[config.mk]
export PLATFORM = sky130hd
export DESIGN_NAME = pxl_priority
export DESIGN_NICKNAME = d
export VERILOG_FILES = /design/src/rtl/colmix_pkg.sv /design/src/rtl/pxl_priority.sv
export SDC_FILE = /design/constraint.sdc
export NUM_CORES = 1
export LEC_CHECK = 0
export ABC_AREA = 1
export BUFFER_PORTS_ARGS = -buffer_cell sky130_fd_sc_hd__buf_2
export CORE_MARGIN = 5
export CORE_UTILIZATION = 41
export CTS_CLUSTER_SIZE = 14
export DETAILED_ROUTE_END_ITERATION = 12
export PLACE_DENSITY = 0.82
export REMOVE_ABC_BUFFERS = 1
export SLEW_MARGIN = 40
export SYNTH_ARGS = -nofsm -noshare
export SYNTH_HDL_FRONTEND = slang
export SYNTH_SLANG_ARGS = --single-unit
export TNS_END_PERCENT = 1
[constraint.sdc]
create_clock -name clk -period 1.5 [get_ports clk]
set_input_delay 0.075 -clock clk [delete_from_list [all_inputs] [get_ports clk]]
set_output_delay 0.075 -clock clk [all_outputs]
set_load 0.01 [all_outputs]
[src/rtl/colmix_pkg.sv]
/* Colour mixer shared types
   Vector widths, layer select and palette RAM layout */

package colmix_pkg;

    // Palette RAM address, {layer, component, index}
    typedef logic [10:0] pal_addr_t;

    typedef logic [7:0] pal_idx_t;   // Palette index carried by a layer pixel
    typedef logic [4:0] color_t;     // One 5-bit colour component
    typedef logic [7:0] cpu_data_t;  // CPU data byte
    typedef logic [8:0] vcount_t;    // Vertical line count

    // Layer select, top bit of the palette address
    typedef enum logic {
        layer_obj = 1'b0,
        layer_scr = 1'b1
    } layer_e;

    // Component bank numbers, address bits 9:8
    localparam logic [1:0] comp_red   = 2'd0;
    localparam logic [1:0] comp_green = 2'd1;
    localparam logic [1:0] comp_blue  = 2'd2;
    // Bank 3 is never addressed by the video side

    // Field positions inside pal_addr_t
    localparam int pal_layer_bit = 10;
    localparam int pal_comp_hi   = 9;
    localparam int pal_comp_lo   = 8;

    // Palette size in bytes
    localparam int pal_depth = 2048;

endpackage
[src/rtl/pxl_priority.sv]
/* Layer priority for the colour mixer
   Picks the winning layer and palette index at each pixel strobe */

`timescale 1ns/1ps

module pxl_priority #(
    parameter int score_rows = 48          // Lines above this are the score area
) (
    input  logic                    clk,
    input  logic                    rst,
    input  logic                    pxl_cen,
    input  colmix_pkg::pal_idx_t    scr1_pxl,
    input  logic [2:0]              scr2col,
    input  logic [3:0]              scr2_pxl,
    input  colmix_pkg::pal_idx_t    obj_pxl,
    input  logic                    scr2enb,
    input  colmix_pkg::vcount_t     v,
    input  logic [3:0]              gfx_en,   // Debug layer enables
    output colmix_pkg::layer_e      sel,
    output colmix_pkg::pal_idx_t    pal_base
);

    logic                 obj_blank;
    logic                 scr1_blank;
    logic                 scr1_wins;
    logic                 score_row;
    logic                 scr1_pick;
    colmix_pkg::pal_idx_t scr2_idx;
    colmix_pkg::pal_idx_t scr_idx;

    // Colour 0 is transparent on both layers
    assign obj_blank  = (obj_pxl[3:0] == 4'd0) || !gfx_en[3];   // Object hidden by debug bit 3
    assign scr1_blank = (scr1_pxl[3:0] == 4'd0) || !gfx_en[0]; // Scroll 1 hidden by bit 0

    // Scroll 1 tiles with both top bits and bit 3 set sit above sprites
    assign scr1_wins = !scr1_blank && (scr1_pxl[7:6] == 2'b11) && scr1_pxl[3];

    // Score area flag goes into the scroll 2 index
    assign score_row = v < colmix_pkg::vcount_t'(score_rows);

    // Scroll 2 index layout
    assign scr2_idx = {scr2col[2:1], score_row, scr2col[0], scr2_pxl};

    // Scroll 1 keeps the index when enabled by the game or when it is opaque
    assign scr1_pick = scr2enb || scr1_pxl[7] || scr1_pxl[6] || !scr1_blank;
    assign scr_idx   = scr1_pick ? scr1_pxl : scr2_idx;

    // Registered once per pixel
    always_ff @(posedge clk or posedge rst) begin
        if (rst) begin
            sel      <= colmix_pkg::layer_obj;
            pal_base <= '0;
        end else if (pxl_cen) begin
            if (obj_blank || scr1_wins) begin
                sel      <= colmix_pkg::layer_scr;   // Background bank
                pal_base <= scr_idx;
            end else begin
                sel      <= colmix_pkg::layer_obj;   // Sprite on top
                pal_base <= obj_pxl;
            end
        end
    end

endmodule

Yosys cells after proc, flatten, opt, wreduce, memory -nomap -nowiden:

Cells that the tools add are included.

* magnitude comparators: 1
* eq/ne operators: 1
* mux-type cells: 3
* reductions and logical operators: 13

Operators with widths (number)
* $mux 8: 2
* $lt 9x6->1 const B: 1
* $logic_not 4->1: 2
* $logic_or 1x1->1: 6
* $logic_not 1->1: 3
* $eq 2x2->1 const B: 1
* $logic_and 1x1->1: 2
* $mux 1: 1

* register bits after elaboration: 9
* input port bits: 40
* output and inout port bits: 9
* logic and storage cells: 20

Longest topological paths before layout:

* word-level depth: 7
* depth in mapped cells: 8
* depth with buffers taken out: 8

Worst setup path before layout:

Ideal clock, no wire load.

* path type: input to register
* start point: input port scr1_pxl[7]
* end point: register pal_base[5]
* setup time: 117 ps
* arrival time: 716 ps
* data required time: 1383 ps
* path slack: 667 ps
* stages: 6
* buffers on the path: 0
* cell sequence: nor3_4 > nand2_4 > nand2_1 > nand3_1 > nand3_1 > nand2_1

* cells in the longest elaborated chain, start to end: 5
* elaborated cells between the ends (all ways): 9
* those cells by class: eq/ne: 1; mux: 2; reduce/logical: 6

Ends and longest elaborated chain
* start, declared: line pxl_priority.sv:12 `input colmix_pkg::pal_idx_t scr1_pxl,`
* $eq 2x2->1 or $logic_or 1x1->1 (tied branches): line pxl_priority.sv:36, pxl_priority.sv:45
* $logic_and 1x1->1 or $logic_or 1x1->1 (tied branches) (2 in series): line pxl_priority.sv:36, pxl_priority.sv:45
* $logic_or 1x1->1 or $mux 8 (tied branches): line pxl_priority.sv:54, pxl_priority.sv:46
* $mux 8 *: line pxl_priority.sv:54 `if (obj_blank || scr1_wins) begin`
* end signal, assigned: line pxl_priority.sv:56 `pal_base <= scr_idx;`
* end signal, assigned: line pxl_priority.sv:59 `pal_base <= obj_pxl;`
* end, declared: line pxl_priority.sv:20 `output colmix_pkg::pal_idx_t pal_base`

Mark *: on every way between the ends. The rest lies on a longest branch, timed or not.
A chain may end at the register's enable or synchronous reset.

Worst setup path in the final report:

* start point: input port scr1_pxl[7]
* end point: register pal_base[2]

The elaborated chain is that of the path after synthesis.

==> flow_summary.html <==
<table>
<tr><th>Metric</th><th>Value</th></tr>
<tr><th colspan="2">Status</th></tr>
<tr><td>Result of the run</td><td>complete, no violations</td></tr>
<tr><th colspan="2">Clock tree</th></tr>
<tr><td>CTS tree</td><td>yes</td></tr>
<tr><td>Number of clock sinks</td><td>9</td></tr>
<tr><td>CTS root buf</td><td>sky130_fd_sc_hd__clkbuf_4</td></tr>
<tr><td>Clock network latency to the later pin of the worst-skew pair</td><td>0.25 ns</td></tr>
<tr><td>Number of buffers created by CTS</td><td>3</td></tr>
<tr><td>H-tree depth reported by CTS</td><td>1</td></tr>
<tr><td>Post-CTS setup buffers</td><td>0</td></tr>
<tr><td>Register clock-pin slew on the reported worst setup and hold paths</td><td>0.05 ns</td></tr>
<tr><td>Max clock buf depth</td><td>2</td></tr>
<tr><th colspan="2">Drt</th></tr>
<tr><td>Count of antenna-violating nets left after detailed routing</td><td>0</td></tr>
<tr><td>Vias per cell</td><td>4.800</td></tr>
<tr><td>Via count</td><td>768</td></tr>
<tr><td>DRC violations left</td><td>0</td></tr>
<tr><td>Starting DRC count in detailed routing</td><td>4</td></tr>
<tr><td>Wirelength per Cell</td><td>11.04 µm</td></tr>
<tr><td>Final routed wirelength across all metal layers</td><td>1.766 mm</td></tr>
<tr><td>DR pass1 iterations</td><td>4</td></tr>
<tr><th colspan="2">STA</th></tr>
<tr><td>Tightest Pin Transition</td><td>0.4184 ns</td></tr>
<tr><td>Post-Route Skew</td><td>0 ns</td></tr>
<tr><td>Fin crit period</td><td>0.8570 ns</td></tr>
<tr><td>Sum of negative setup slack</td><td>0 ns</td></tr>
<tr><td>RSZ-0062 raised after global routing</td><td>false</td></tr>
<tr><td>Crit share post-route</td><td>0.5713</td></tr>
<tr><td>Fmax</td><td>1.167 GHz</td></tr>
<tr><td>Setup-failing EPs final</td><td>0</td></tr>
<tr><td>Final WS setup</td><td>0.6430 ns</td></tr>
<tr><td>Worst Hold Slack</td><td>0.09618 ns</td></tr>
<tr><td>Hold Fails Final Rpt</td><td>0</td></tr>
<tr><td>Final slew viol count</td><td>0</td></tr>
<tr><td>Max transition margin</td><td>0.7202</td></tr>
<tr><th colspan="2">Global routing</th></tr>
<tr><td>Antenna violations before repair</td><td>0</td></tr>
<tr><td>Met1 capacity usage during global routing</td><td>0.1607</td></tr>
<tr><td>GR Overflow Total</td><td>0</td></tr>
<tr><td>Largest net degree at the start of global routing</td><td>11</td></tr>
<tr><td>GR met3 Demand/Resource</td><td>0.05120</td></tr>
<tr><td>GRT Resource Usage Total</td><td>0.1465</td></tr>
<tr><td>GRT met2 Usage</td><td>0.2597</td></tr>
<tr><td>Number of global-route vias before repair</td><td>751</td></tr>
<tr><td>Layer carrying the most global-route usage</td><td>met2</td></tr>
<tr><td>First-pass GRT wire length</td><td>2.911 mm</td></tr>
<tr><th colspan="2">Logic synthesis</th></tr>
<tr><td>Post-synth top area share</td><td>0.3529</td></tr>
<tr><td>Synthesis Warnings</td><td>0</td></tr>
<tr><td>Synth Instances</td><td>98</td></tr>
<tr><td>Synth Flop Type</td><td>sky130_fd_sc_hd__dfrtp_1</td></tr>
<tr><td>Number of flip-flops and latches in the synthesized netlist</td><td>9</td></tr>
<tr><td>Async SR Flop Fraction</td><td>1.000</td></tr>
<tr><td>Distinct cell type count after synthesis</td><td>14</td></tr>
<tr><td>Library cell with the highest instance count after synthesis</td><td>sky130_fd_sc_hd__nand2_1</td></tr>
<tr><td>Number of synthesized flops with an enable pin</td><td>0</td></tr>
<tr><td>Most frequent cells after synthesis</td><td>35 x sky130_fd_sc_hd__nand2_1, 25 x sky130_fd_sc_hd__nand3_1, 13 x sky130_fd_sc_hd__inv_1, 9 x sky130_fd_sc_hd__dfrtp_1, 6 x sky130_fd_sc_hd__nor2_1</td></tr>
<tr><td>Sequential cell area fraction in the yosys report</td><td>0.3529</td></tr>
<tr><td>Library cell with the largest summed area after synthesis</td><td>sky130_fd_sc_hd__dfrtp_1</td></tr>
<tr><td>Area of the mapped netlist</td><td>638.1 µm²</td></tr>
<tr><td>Largest cells by area after synthesis</td><td>sky130_fd_sc_hd__dfrtp_1 35%, sky130_fd_sc_hd__nand2_1 21%, sky130_fd_sc_hd__nand3_1 20%, sky130_fd_sc_hd__inv_1 7.6%, sky130_fd_sc_hd__nand2_4 3.5%</td></tr>
<tr><td>Average size of a mapped cell</td><td>6.511 µm²</td></tr>
<tr><th colspan="2">Finish</th></tr>
<tr><td>Final design area excluding fillers</td><td>roughly 900 µm²</td></tr>
<tr><td>Number of nets in the layout</td><td>185</td></tr>
<tr><td>Diode count</td><td>0</td></tr>
<tr><td>P&amp;R area growth vs syn</td><td>40.59%</td></tr>
<tr><td>Layout filler cell count</td><td>165</td></tr>
<tr><td>Fraction of layout cells with a size suffix above 1</td><td>0.3542</td></tr>
<tr><th colspan="2">Pwr</th></tr>
<tr><td>LEAKAGE</td><td>0.5476 nW</td></tr>
<tr><td>Power density cells</td><td>739.9 mW/mm²</td></tr>
<tr><td>Worst IR Drop VDD</td><td>between 0.6 and 0.7 mV</td></tr>
<tr><th colspan="2">Die</th></tr>
<tr><td>Vertical extent of the die</td><td>around 49 µm</td></tr>
<tr><td>Boundary pin count</td><td>49</td></tr>
<tr><td>Placeable core region</td><td>roughly 0.0015 mm²</td></tr>
<tr><td>Number of rows in the core area</td><td>14</td></tr>
<tr><td>Area of the die</td><td>0.002445 mm²</td></tr>
<tr><td>Die span in x</td><td>~49 µm</td></tr>
<tr><td>Starting utilization of the core area</td><td>0.4286</td></tr>
<tr><th colspan="2">Placed design</th></tr>
<tr><td>Placed cell area</td><td>between 800 and 900 µm²</td></tr>
<tr><td>Setup WS pre-CTS</td><td>roughly 0.4 ns</td></tr>
<tr><td>Placed wire-length estimate</td><td>1.469 mm</td></tr>
<tr><td>Final weighted congestion of routability-driven global placement</td><td>0.7510</td></tr>
<tr><td>Count of buffers inserted at the top-level ports</td><td>between 40 and 50</td></tr>
<tr><th colspan="2">Setup path</th></tr>
<tr><td>Crit path max-delay cell type</td><td>sky130_fd_sc_hd__nor3_4</td></tr>
<tr><td>Worst-path cell chain</td><td>buf_2, nor3_4, nand2_4, nand2_1, nand3_1, nand3_1, nand2_1</td></tr>
<tr><td>WP data required</td><td>1.64 ns</td></tr>
<tr><td>Worst Setup Path Type</td><td>input port to flip-flop</td></tr>
<tr><td>Data arrival time of the worst path</td><td>1.00 ns</td></tr>
<tr><td>Critical path capture point type</td><td>flip-flop</td></tr>
<tr><td>CP Buf/Inv Count</td><td>1</td></tr>
<tr><td>Cell type group with the largest total delay on the critical path</td><td>simple AND/OR/NAND/NOR gates</td></tr>
<tr><td>CP Launch Type</td><td>input port</td></tr>
<tr><td>Critical Path Max Stage Delay</td><td>0.40 ns</td></tr>
<tr><td>Maximum fanout encountered on the critical timing path</td><td>9</td></tr>
<tr><th colspan="2">Worst hold path</th></tr>
<tr><td>Class of the most critical hold timing path</td><td>input port to flip-flop</td></tr>
<tr><th colspan="2">Flow run</th></tr>
<tr><td>Number of max-capacitance violations reported</td><td>0</td></tr>
</table>
==> worst min-delay path, cell delays in order <==
cell	delay [ns]
sky130_fd_sc_hd__buf_2	0.09
sky130_fd_sc_hd__nand3_1	0.07
sky130_fd_sc_hd__nand3_1	0.08
==> per-layer routing <==
metal	vias to the layer above	share of wire
met5	-	0
met4	0	0.0079
met3	2	0.075
met2	25	0.54
met1	336	0.38
li1	405	-
==> cells in the final DEF (no fill, tap or decap) <==
cell and count:
sky130_fd_sc_hd__a21boi_1 1, sky130_fd_sc_hd__buf_2 42, sky130_fd_sc_hd__clkbuf_1 1, sky130_fd_sc_hd__clkbuf_4 3
sky130_fd_sc_hd__clkinv_1 1, sky130_fd_sc_hd__dfrtp_1 9, sky130_fd_sc_hd__dlygate4sd3_1 1, sky130_fd_sc_hd__inv_1 13
sky130_fd_sc_hd__inv_4 1, sky130_fd_sc_hd__nand2_1 35, sky130_fd_sc_hd__nand2_2 1, sky130_fd_sc_hd__nand2_4 2
sky130_fd_sc_hd__nand3_1 25, sky130_fd_sc_hd__nand3_2 1, sky130_fd_sc_hd__nor2_1 6, sky130_fd_sc_hd__nor3_4 1
sky130_fd_sc_hd__o21ai_1 1
==> where the power goes <==
part / internal (W) / total [W] / switching [W]
logic: 0.0000876 / 0.000199 / 0.000112
registers: 0.000271 / 0.000285 / 0.0000140
clock network: 0.000102 / 0.000179 / 0.0000772
==> worst paths after layout <==
path / cells after the start / endpoint / startpoint / slack [ns]
max in group asynchronous: 3 / pal_base[3] / rst / 0.94
min reg2reg: 2 / pal_base[2] / pal_base[2] / 0.47
max reg2reg: 2 / pal_base[0] / pal_base[0] / 0.86
min: 3 / pal_base[0] / obj_pxl[0] / 0.1
max: 7 / pal_base[2] / scr1_pxl[7] / 0.64
min in group asynchronous: 3 / pal_base[5] / rst / 0.31
==> state kept, by name, indices dropped and copies added, names as in the netlist <==
signal and count:
pal_base 8, sel 1
==> through the flow <==
| step | cells | total power (W) | util |
|---|---|---|---|
| CTS | 160 | 0.0006734 | 0.6025 |
| detailed placement | 155 | 0.0004886 | 0.5782 |
| finish | 160 | 0.0006637 | 0.6025 |
| global route | 160 | 0.0007179 | 0.6025 |
| floorplan | 97 | 0.0003892 | - |
| global placement | 155 | 0.0004815 | 0.5782 |
==> cell families after synthesis <==
| family | Yosys count | share of synthesized area |
|---|---|---|
| flops | 9 | 0.3529 |
| buf+inv | 16 | 0.1039 |
| simple gates | 71 | 0.5235 |
| compound gates | 2 | 0.01960 |
==> timing repair <==
| action | CTS | global route |
|---|---|---|
| gates resized for setup | 0 | 0 |
| setup endpoints to repair | 0 | 0 |
| hold buffers | 1 | 0 |
| endpoints found under the hold margin | 9 | 0 |
==> cell type report <==
type	instances	area, µm²	share of cell area
multi-input combinational	73	346.6	0.3863
tap	16	20.02	0.02232
timing repair buffer	43	220.2	0.2455
inverter	15	58.81	0.06555
clock buffer	4	26.28	0.02929
sequential	9	225.2	0.2510
(Power assumes the default switching activity.)
