==> src/rtl/colmix_pkg.sv <==
/* Colour mixer shared types
   Vector widths, layer select and palette RAM layout */

package colmix_pkg;

    // Palette RAM address, {layer, component, index}
    typedef logic [10:0] pal_addr_t;

    typedef logic [7:0] pal_idx_t;   // Palette index carried by a layer pixel
    typedef logic [4:0] color_t;     // One 5-bit colour component
    typedef logic [7:0] cpu_data_t;  // CPU data byte
    typedef logic [8:0] vcount_t;    // Vertical line count

    // Layer select, top bit of the palette address
    typedef enum logic {
        layer_obj = 1'b0,
        layer_scr = 1'b1
    } layer_e;

    // Component bank numbers, address bits 9:8
    localparam logic [1:0] comp_red   = 2'd0;
    localparam logic [1:0] comp_green = 2'd1;
    localparam logic [1:0] comp_blue  = 2'd2;
    // Bank 3 is never addressed by the video side

    // Field positions inside pal_addr_t
    localparam int pal_layer_bit = 10;
    localparam int pal_comp_hi   = 9;
    localparam int pal_comp_lo   = 8;

    // Palette size in bytes
    localparam int pal_depth = 2048;

endpackage
==> src/rtl/pal_fetch.sv <==
/* Palette component fetch
   Reads red, green and blue in turn each pixel and drives the blanked colour */

`timescale 1ns/1ps

module pal_fetch (
    input  logic                  clk,
    input  logic                  rst,
    input  logic                  pxl_cen,
    input  logic                  lhbl,       // Horizontal blank, active low
    input  logic                  lvbl,       // Vertical blank, active low
    input  colmix_pkg::layer_e    sel,
    input  colmix_pkg::pal_idx_t  pal_base,
    input  colmix_pkg::cpu_data_t vid_dout,
    output colmix_pkg::pal_addr_t vid_addr,
    output colmix_pkg::color_t    red,
    output colmix_pkg::color_t    green,
    output colmix_pkg::color_t    blue
);

    logic [2:0]         sub;      // Clock count inside the pixel period
    logic [1:0]         comp;     // Component bank being read
    colmix_pkg::color_t pre_r;
    colmix_pkg::color_t pre_g;
    colmix_pkg::color_t pre_b;
    logic               blank;

    assign blank = !lhbl || !lvbl;

    // Restarts on the strobe, holds at 7 for long pixel periods
    always_ff @(posedge clk or posedge rst) begin
        if (rst) begin
            sub <= 3'd0;
        end else if (pxl_cen) begin
            sub <= 3'd0;
        end else if (sub != 3'd7) begin
            sub <= sub + 3'd1;
        end
    end

    // Two clocks per bank, blue stays addressed after sub 4
    always_comb begin
        if (sub < 3'd2) begin
            comp = colmix_pkg::comp_red;
        end else if (sub < 3'd4) begin
            comp = colmix_pkg::comp_green;
        end else begin
            comp = colmix_pkg::comp_blue;   // Bank 3 never reached
        end
    end

    assign vid_addr = {sel, comp, pal_base};

    // RAM data is one clock late, so take it on the odd counts
    always_ff @(posedge clk) begin
        case (sub)
            3'd1:    pre_r <= vid_dout[4:0];
            3'd3:    pre_g <= vid_dout[4:0];
            3'd5:    pre_b <= vid_dout[4:0];
            default: ;
        endcase
    end

    // Previous pixel goes out as the new one starts
    always_ff @(posedge clk or posedge rst) begin
        if (rst) begin
            red   <= '0;
            green <= '0;
            blue  <= '0;
        end else if (pxl_cen) begin
            if (blank) begin
                red   <= '0;   // Black outside the active area
                green <= '0;
                blue  <= '0;
            end else begin
                red   <= pre_r;
                green <= pre_g;
                blue  <= pre_b;
            end
        end
    end

endmodule

==> config.mk <==
export PLATFORM = sky130hd
export DESIGN_NAME = pal_fetch
export DESIGN_NICKNAME = d
export VERILOG_FILES = /design/src/rtl/colmix_pkg.sv /design/src/rtl/pal_fetch.sv
export SDC_FILE = /design/constraint.sdc
export NUM_CORES = 1
export LEC_CHECK = 0
export BUFFER_PORTS_ARGS = -buffer_cell sky130_fd_sc_hd__buf_4
export CAP_MARGIN = 20
export CORE_MARGIN = 3
export CORE_UTILIZATION = 49
export CTS_CLUSTER_DIAMETER = 150
export DETAILED_ROUTE_END_ITERATION = 8
export PLACE_DENSITY = 0.89
export SLEW_MARGIN = 20
export SYNTH_ARGS = -nofsm -noshare
export SYNTH_HDL_FRONTEND = slang
export SYNTH_SLANG_ARGS = --single-unit
export TNS_END_PERCENT = 30
==> constraint.sdc <==
create_clock -name clk -period 1.66 [get_ports clk]
set_input_delay 0.083 -clock clk [delete_from_list [all_inputs] [get_ports clk]]
set_output_delay 0.083 -clock clk [all_outputs]
set_load 0.02 [all_outputs]
After elaboration in Yosys (flattened, before gate mapping)

Index checks and enable logic that the tools add are counted.

Div/mod/pow operators: 0
$lt $le $gt $ge: 2
Bitwise gates (word level): 0
Multiplexer cells: 7
Add/sub/neg operators: 1
Equal/unequal tests: 4
Shifts and indexed selects: 0
Multipliers: 0
Reduce and logical (&&, ||, !) cells: 4

Operators with widths:

| cell                                                                   | number |
|---|---|
| 5-bit 2-to-1 mux                                                       | 3 |
| 3-bit 2-to-1 mux                                                       | 2 |
| 2-bit 2-to-1 mux                                                       | 2 |
| 3-bit by 1-bit adder with 3-bit output (second input constant)         | 1 |
| 3-bit by 1-bit equality test with 1-bit output (second input constant) | 1 |
| 3-bit by 2-bit equality test with 1-bit output (second input constant) | 1 |
| 3-bit equality test (second input constant)                            | 1 |
| 3-bit by 2-bit < comparator with 1-bit output (second input constant)  | 1 |
| 3-bit < comparator (second input constant)                             | 1 |
| 3-bit != test (second input constant)                                  | 1 |
| 1-bit zero test                                                        | 2 |
| 2-bit nonzero test                                                     | 1 |
| 1-bit logical OR                                                       | 1 |

Memories: 0
Output and inout port bits: 26
Latch bits: 0
Input port bits: 22
Flip-flop bits (word level): 33
Word-level logic and storage cells: 25
Bits in read-only memories: 0
Memory bits (writable): 0

Logic depth before layout (Yosys ltp)

Gate-level depths: netlist of the first run.

Depth in word-level cells: 3
Gate-level depth with buffers: 4
Gate-level depth less buffers: 4

Least setup slack after synthesis of the first run

Ideal clock, no wire load.

Path type: reg-to-reg
From: register sub[0]
To: register sub[2]
Clock period less this slack: 1.243 ns
Setup time: 0.087 ns
Path buffers: 0
Path slack: 0.417 ns
Cell stages (with the launch flop): 5
Arrival: 1.157 ns
Cell sequence: dfrtp_1 > ha_1 > ha_1 > nor2b_1 > a211oi_2

Cells in the longest elaborated chain, start to end: 3
Elaborated cells between the ends (all ways): 5

RTL lines:

| element                                | RTL line        | RTL |
|---|---|---|
| start, declared                        | pal_fetch.sv:21 | `logic [2:0] sub;` |
| start signal, assigned                 | pal_fetch.sv:37 | `sub <= sub + 3'd1;` |
| 3-bit by 1-bit adder with 3-bit output | pal_fetch.sv:37 |  |
| 3-bit 2-to-1 mux                       | pal_fetch.sv:36 | `end else if (sub != 3'd7) begin` |
| 3-bit 2-to-1 mux                       | pal_fetch.sv:34 | `end else if (pxl_cen) begin` |

Parallel ways exist; a longest one is shown, timed or not. The select of a mux whose other input is x is not followed.
A chain may end at the register's enable or synchronous reset.

Worst setup path in the final report of the first run

From: register sub[1]
To: register pre_r[3] (enable)

Cells in the longest elaborated chain, start to end: 1

RTL lines:

| element                                        | RTL line        | RTL |
|---|---|---|
| 3-bit by 1-bit equality test with 1-bit output | pal_fetch.sv:56 | `case (sub)` |
| end signal, assigned                           | pal_fetch.sv:57 | `3'd1: pre_r <= vid_dout[4:0];` |
| end, declared                                  | pal_fetch.sv:23 | `colmix_pkg::color_t pre_r;` |

No other way between the ends.

==> results.yml, run 1 <==
status:
  status: "complete, no violations"
setup_path:
  worst_setup_path_start_kind: "flip-flop"
  crit_fanout: 5
  timing.rr.start: "sub[1]"
  critPathSlowestCell: "dfrtp_1"
  cp-end-kind: "flip-flop"
  arrival_ns: 1.38
  path_buf_inv: 1
  worstSetupPathType: "flip-flop to flip-flop"
  r2r_slack_ns: 0.27
  path_cells: "inv_1 > ha_1 > nor2b_1"
  cp.required_ns: 1.66
  critPathLaunch: "sub[1]"
  max_stage_delay_ns: 0.40
  crit_family: "flip-flops"
routing:
  wire_per_inst_microns: 13.7
  drt-initial-drc-count: 22
  first_pass_iters: 4
  wl_mm: 2.28
  ant_nets: 0
  viasPerCell: 4.96
  drc: 0
  vias: 823
run:
  maxCapViolations: 0
sta:
  finalCritPeriodShare: 0.836
  slew_violations: 0
  finalHoldViolCount: 0
  setup_viol: 0
  worstMarginPinSlew_ns: 0.701
  rsz0062_at_grt: "false"
  timing.slew.headroom: 0.532
  fin_setup_tns_ns: 0
  period_minus_slack_ns: 1.39
  fmax_mhz: 720
  skew_ns: 0.00769
floorplan:
  dieArea_sq_um: 3690
  core_sq_um: 2810
  start_util: 0.523
  die_w_microns: 60.7
  fp.dieH_microns: 60.7
  ioPinCount: 48
  row_count: 19
global_route:
  grt_pass1_wl_mm: 3.66
  grt-ovfl-total: 0
  antenna_found_initial: 0
  grt_max_degree: 34
  track_usage: 0.144
  grt_pass1_vias: 768
clocking:
  clk_latency_ns: 0.34
  clock-root-buffer: "clkbuf_4"
  cts_setup_buffers: 0
  ctsLongestPathBuffers: 2
  htree_num_levels: 2
  cts_num_sinks: 33
  cts.reportedPaths.clkPinSlew_ns: 0.09
  cts_resized: 0
  cts_tree: "yes"
  numCtsBuffers: 5
place:
  port_buffers: 26
  gp_congestion: 0.723
  place_inst: 152
  hpwl_mm: 1.63
final_layout:
  final_cell_mix: "buf_4, inv_1, dfrtp_1"
  seq_area_sq_um: 901
  antennaDiodeCount: 0
  multi_input_area_sq_um: 367
  areaGrowthSynthToFinish_pct: 14.7
  final_common_cell: "buf_4"
  fillers: 228
  layout.cells.non_filler: 166
  num-nets-final: 160
  drive_above_1_share: 0.370
logic_synthesis:
  synth_top_area_frac: 0.307
  yosys.area.top_type: "dfrtp_1"
  synth_area_leaders: "dfrtp_1, edfxtp_1, o22ai_2"
  synthDistinctLibCells: 16
  syn-num-nets: 136
  synth_seq_cells: 33
  seq_area_frac_synth: 0.614
  synth_area_sq_um: 1470
  syn_avg_cell_area_sq_um: 13.3
  yosys_warnings: 0
  synthCells: 110
min_path:
  hp-start: "sel"
  hold_path_class: "primary input to output port"
pwr:
  power_density_nw_per_um2: 936
  static-leakage-power_nw: 0.731
  irDropWorstVdd_mv: 0.628
[per-stage QoR]
stage          setup slack (ns)  hold slack [ns]  power, mW  instance area [sq um]  utilization
2_1_floorplan             0.417           0.0216       1.12                   1470            -
3_3_place_gp              0.340            0.166       1.15                   1570        0.559
3_5_place_dp              0.266            0.166       1.16                   1570        0.559
4_1_cts                   0.251            0.166       1.58                   1680        0.599
5_1_grt                   0.163            0.166       1.66                   1680        0.599
6_report                  0.272            0.166       1.57                   1680        0.599
[area by class of cell]
type                    instances  area share
clock buffers                   7      0.0268
well taps                      31      0.0231
multi-input cells              44       0.218
flip-flops and latches         33       0.536
repair buffers                 32       0.152
inverters                      18      0.0402
clock inverters                 1     0.00446
[kinds of logic (layout without fill, tap and decap cells)]
family          count (synthesis)  count (layout)  synth area share
compound gates                 17              17             0.145
flops                          33              33             0.614
simple gates                   22              22            0.0649
buf+inv                        33              58             0.136
fa+ha+maj                       4               4            0.0341
xor+xnor                        1               1           0.00597
[synthesized netlist by cell type]
cell type  count
dfrtp_1       18
inv_1         18
edfxtp_1      15
nand2_1       15
o22ai_2       15
buf_4          9
buf_6          4
ha_1           4
nor2b_1        3
a211oi_2       2
nor2_1         2
and2_1         1
buf_8          1
clkbuf_1       1
nand2_2        1
xor2_1         1
[layer usage]
| metal | share of wire | up-vias | global-route usage |
|---|---|---|---|
| met3 | 0.075 | 2 | 0.0766 |
| met1 | 0.43 | 393 | 0.173 |
| met4 | 0.012 | 0 | 0.0495 |
| met5 | 0 | - | 0 |
| li1 | - | 400 | - |
| met2 | 0.48 | 28 | 0.223 |
[path summary, 6_finish.rpt]
path	to	cells after the start
setup / recovery	pre_r[3]	3
hold / removal	vid_addr[10]	0
setup reg to reg	pre_r[3]	3
hold reg to reg	green[4]	2
max in group asynchronous	sub[1]	3
min in group asynchronous	red[4]	3
[state kept, by name (all words and copies together), names as in the netlist]
name,count
blue,5
pre_g,5
red,5
pre_r,5
pre_b,5
green,5
sub,3
[power by group]
group / switching (mW) / total [mW] / internal, mW
Sequential: 0.0215 / 0.923 / 0.902
Clock: 0.260 / 0.427 / 0.167
Combinational: 0.126 / 0.223 / 0.0968
Total: 0.408 / 1.57 / 1.17
[what timing repair did]
action,4_1_cts,5_1_grt
setup endpoints to repair,0,0
endpoints found under the hold margin,33,0
hold buffers,6,0
[worst register-to-register path: stages (launching register included)]
cell and delay, ns:
dfrtp_1 0.40, inv_1 0.11, ha_1 0.17, nor2b_1 0.37
(Power assumes the default switching activity.)
==> run 2: changes to the inputs <==
- clock period: 1.66 -> 1.3 ns (I/O delays scaled with it)
==> run 2 against run 1 <==
Effect of this change:
- cell count grew 1.2%
- sequential share of layout area is 1.8 points lower
- sequential power rose by 28%
- hold slack worse by 0.036 ns
- flip-flop and latch count stayed put
- clock skew is 0.0067 ns higher
- first-iteration DRC count increased by 4.5%
- power up 44%
- combinational power is 34% higher
- clock-buffer cell count stayed put
- setup slack got worse by 0.22 ns
- largest cell class unchanged
==> results.yml, run 2 (synthesis gave the netlist of run 1 again) <==
status:
  status: "complete, no violations"
setup_path:
  max_stage_delay_ns: 0.42
  r2r_end: "pre_g[2]"
  path_buf_inv: 0
  cp.required_ns: 1.32
  timing.rr.start: "sub[0]"
  critPathSlowestCell: "dfrtp_1"
  worstSetupPathType: "flip-flop to flip-flop"
  cp-end-kind: "flip-flop"
  crit_fanout: 5
  r2r_slack_ns: 0.05
  worst_setup_path_start_kind: "flip-flop"
  arrival_ns: 1.27
  crit_family: "adder cells"
  r2r_cells: 2
  path_cells: "ha_2 > ha_1"
sta:
  fmax_mhz: 800
  finalCritPeriodShare: 0.961
  timing.slew.headroom: 0.715
  setup_viol: 0
  worstMarginPinSlew_ns: 0.425
  finalHoldViolCount: 0
  setup_ws_ns: 0.0504
  rsz0062_at_grt: "true"
  slew_violations: 0
  period_minus_slack_ns: 1.25
  skew_ns: 0.0144
routing:
  wl_mm: 2.29
  drc: 0
  drt-initial-drc-count: 23
  vias: 834
  ant_nets: 0
  viasPerCell: 4.96
  wire_per_inst_microns: 13.6
  first_pass_iters: 4
pwr:
  irDropWorstVdd_mv: 0.750
  power_density_nw_per_um2: 1300
  static-leakage-power_nw: 0.756
global_route:
  grt_pass1_wl_mm: 3.72
  grt_pass1_vias: 823
  track_usage: 0.143
  antenna_found_initial: 0
  grt-ovfl-total: 0
  grt_max_degree: 34
clocking:
  cts.reportedPaths.clkPinSlew_ns: 0.10
  clk_latency_ns: 0.33
  ctsLongestPathBuffers: 2
  htree_num_levels: 2
  numCtsBuffers: 5
  clock-root-buffer: "clkbuf_4"
  cts_tree: "yes"
  cts_num_sinks: 33
min_path:
  hold_path_class: "primary input to output port"
  hp-start: "sel"
  holdPathEnd: "vid_addr[10]"
  holdPathStages: 0
place:
  port_buffers: 26
  place_ws_ns: -0.0459
  gp_congestion: 0.752
  hpwl_mm: 1.59
floorplan:
  core_sq_um: 2810
  start_util: 0.523
  dieArea_sq_um: 3690
  die_w_microns: 60.7
  fp.dieH_microns: 60.7
  row_count: 19
  ioPinCount: 48
final_layout:
  final_cell_mix: "buf_4, inv_1, dfrtp_1"
  areaGrowthSynthToFinish_pct: 18.6
  final_common_cell: "buf_4"
  post-route-util: 0.620
  antennaDiodeCount: 0
  drive_above_1_share: 0.416
  fillers: 217
  num-nets-final: 162
run:
  maxCapViolations: 0
[run 2: area by class of cell]
class / instances / area [sq um] / area share
clock inverter: 1 / 30.0 / 0.0173
timing repair buffer: 34 / 270 / 0.155
inverter: 18 / 67.6 / 0.0388
sequential: 33 / 901 / 0.518
multi-input combinational: 44 / 377 / 0.217
tap: 31 / 38.8 / 0.0223
clock buffer: 7 / 55.1 / 0.0317
[run 2: how the worst max path moves through the flow]
stage,from,endpoint,slack (ns),cells after the start
6_report,sub[0],pre_g[2],0.05,2
5_1_grt,sub[1],pre_r[1],-0.009,3
3_3_place_gp,sub[1],pre_r[4],0.03,3
3_5_place_dp,sub[1],pre_r[1],-0.05,3
4_1_cts,sub[0],sub[1],0.03,4
2_1_floorplan,sub[0],sub[2],0.06,4
[run 2: power breakdown]
group          internal [mW]  switching, mW
Clock                  0.459          0.332
Sequential              1.15         0.0278
Combinational          0.133          0.165
[run 2: routing by layer]
| metal | global-route usage | routed length, microns | vias up |
|---|---|---|---|
| met5 | 0 | 0 | - |
| met4 | 0.0619 | 19 | 0 |
| met3 | 0.0574 | 144 | 2 |
| met2 | 0.221 | 1090 | 27 |
| met1 | 0.179 | 1040 | 397 |
| li1 | - | - | 408 |
[run 2: repair_timing]
action	CTS	global route
setup endpoints to repair	6	9
buffers inserted	0	0
hold buffers	6	0
pin swaps	2	0
resized for setup	2	2
endpoints found under the hold margin	33	0
[run 2: metrics by stage]
step                instances  hold WS [ns]  total power [mW]  setup TNS (ns)  area [sq um]
floorplan                 110       0.00357              1.43               0          1470
finish                    168         0.130              2.27               0          1740
CTS                       168         0.130              2.29               0          1730
detailed placement        154         0.107              1.48          -0.250          1580
global route              168         0.130              2.36         -0.0405          1740
global placement          154        0.0938              1.47               0          1580
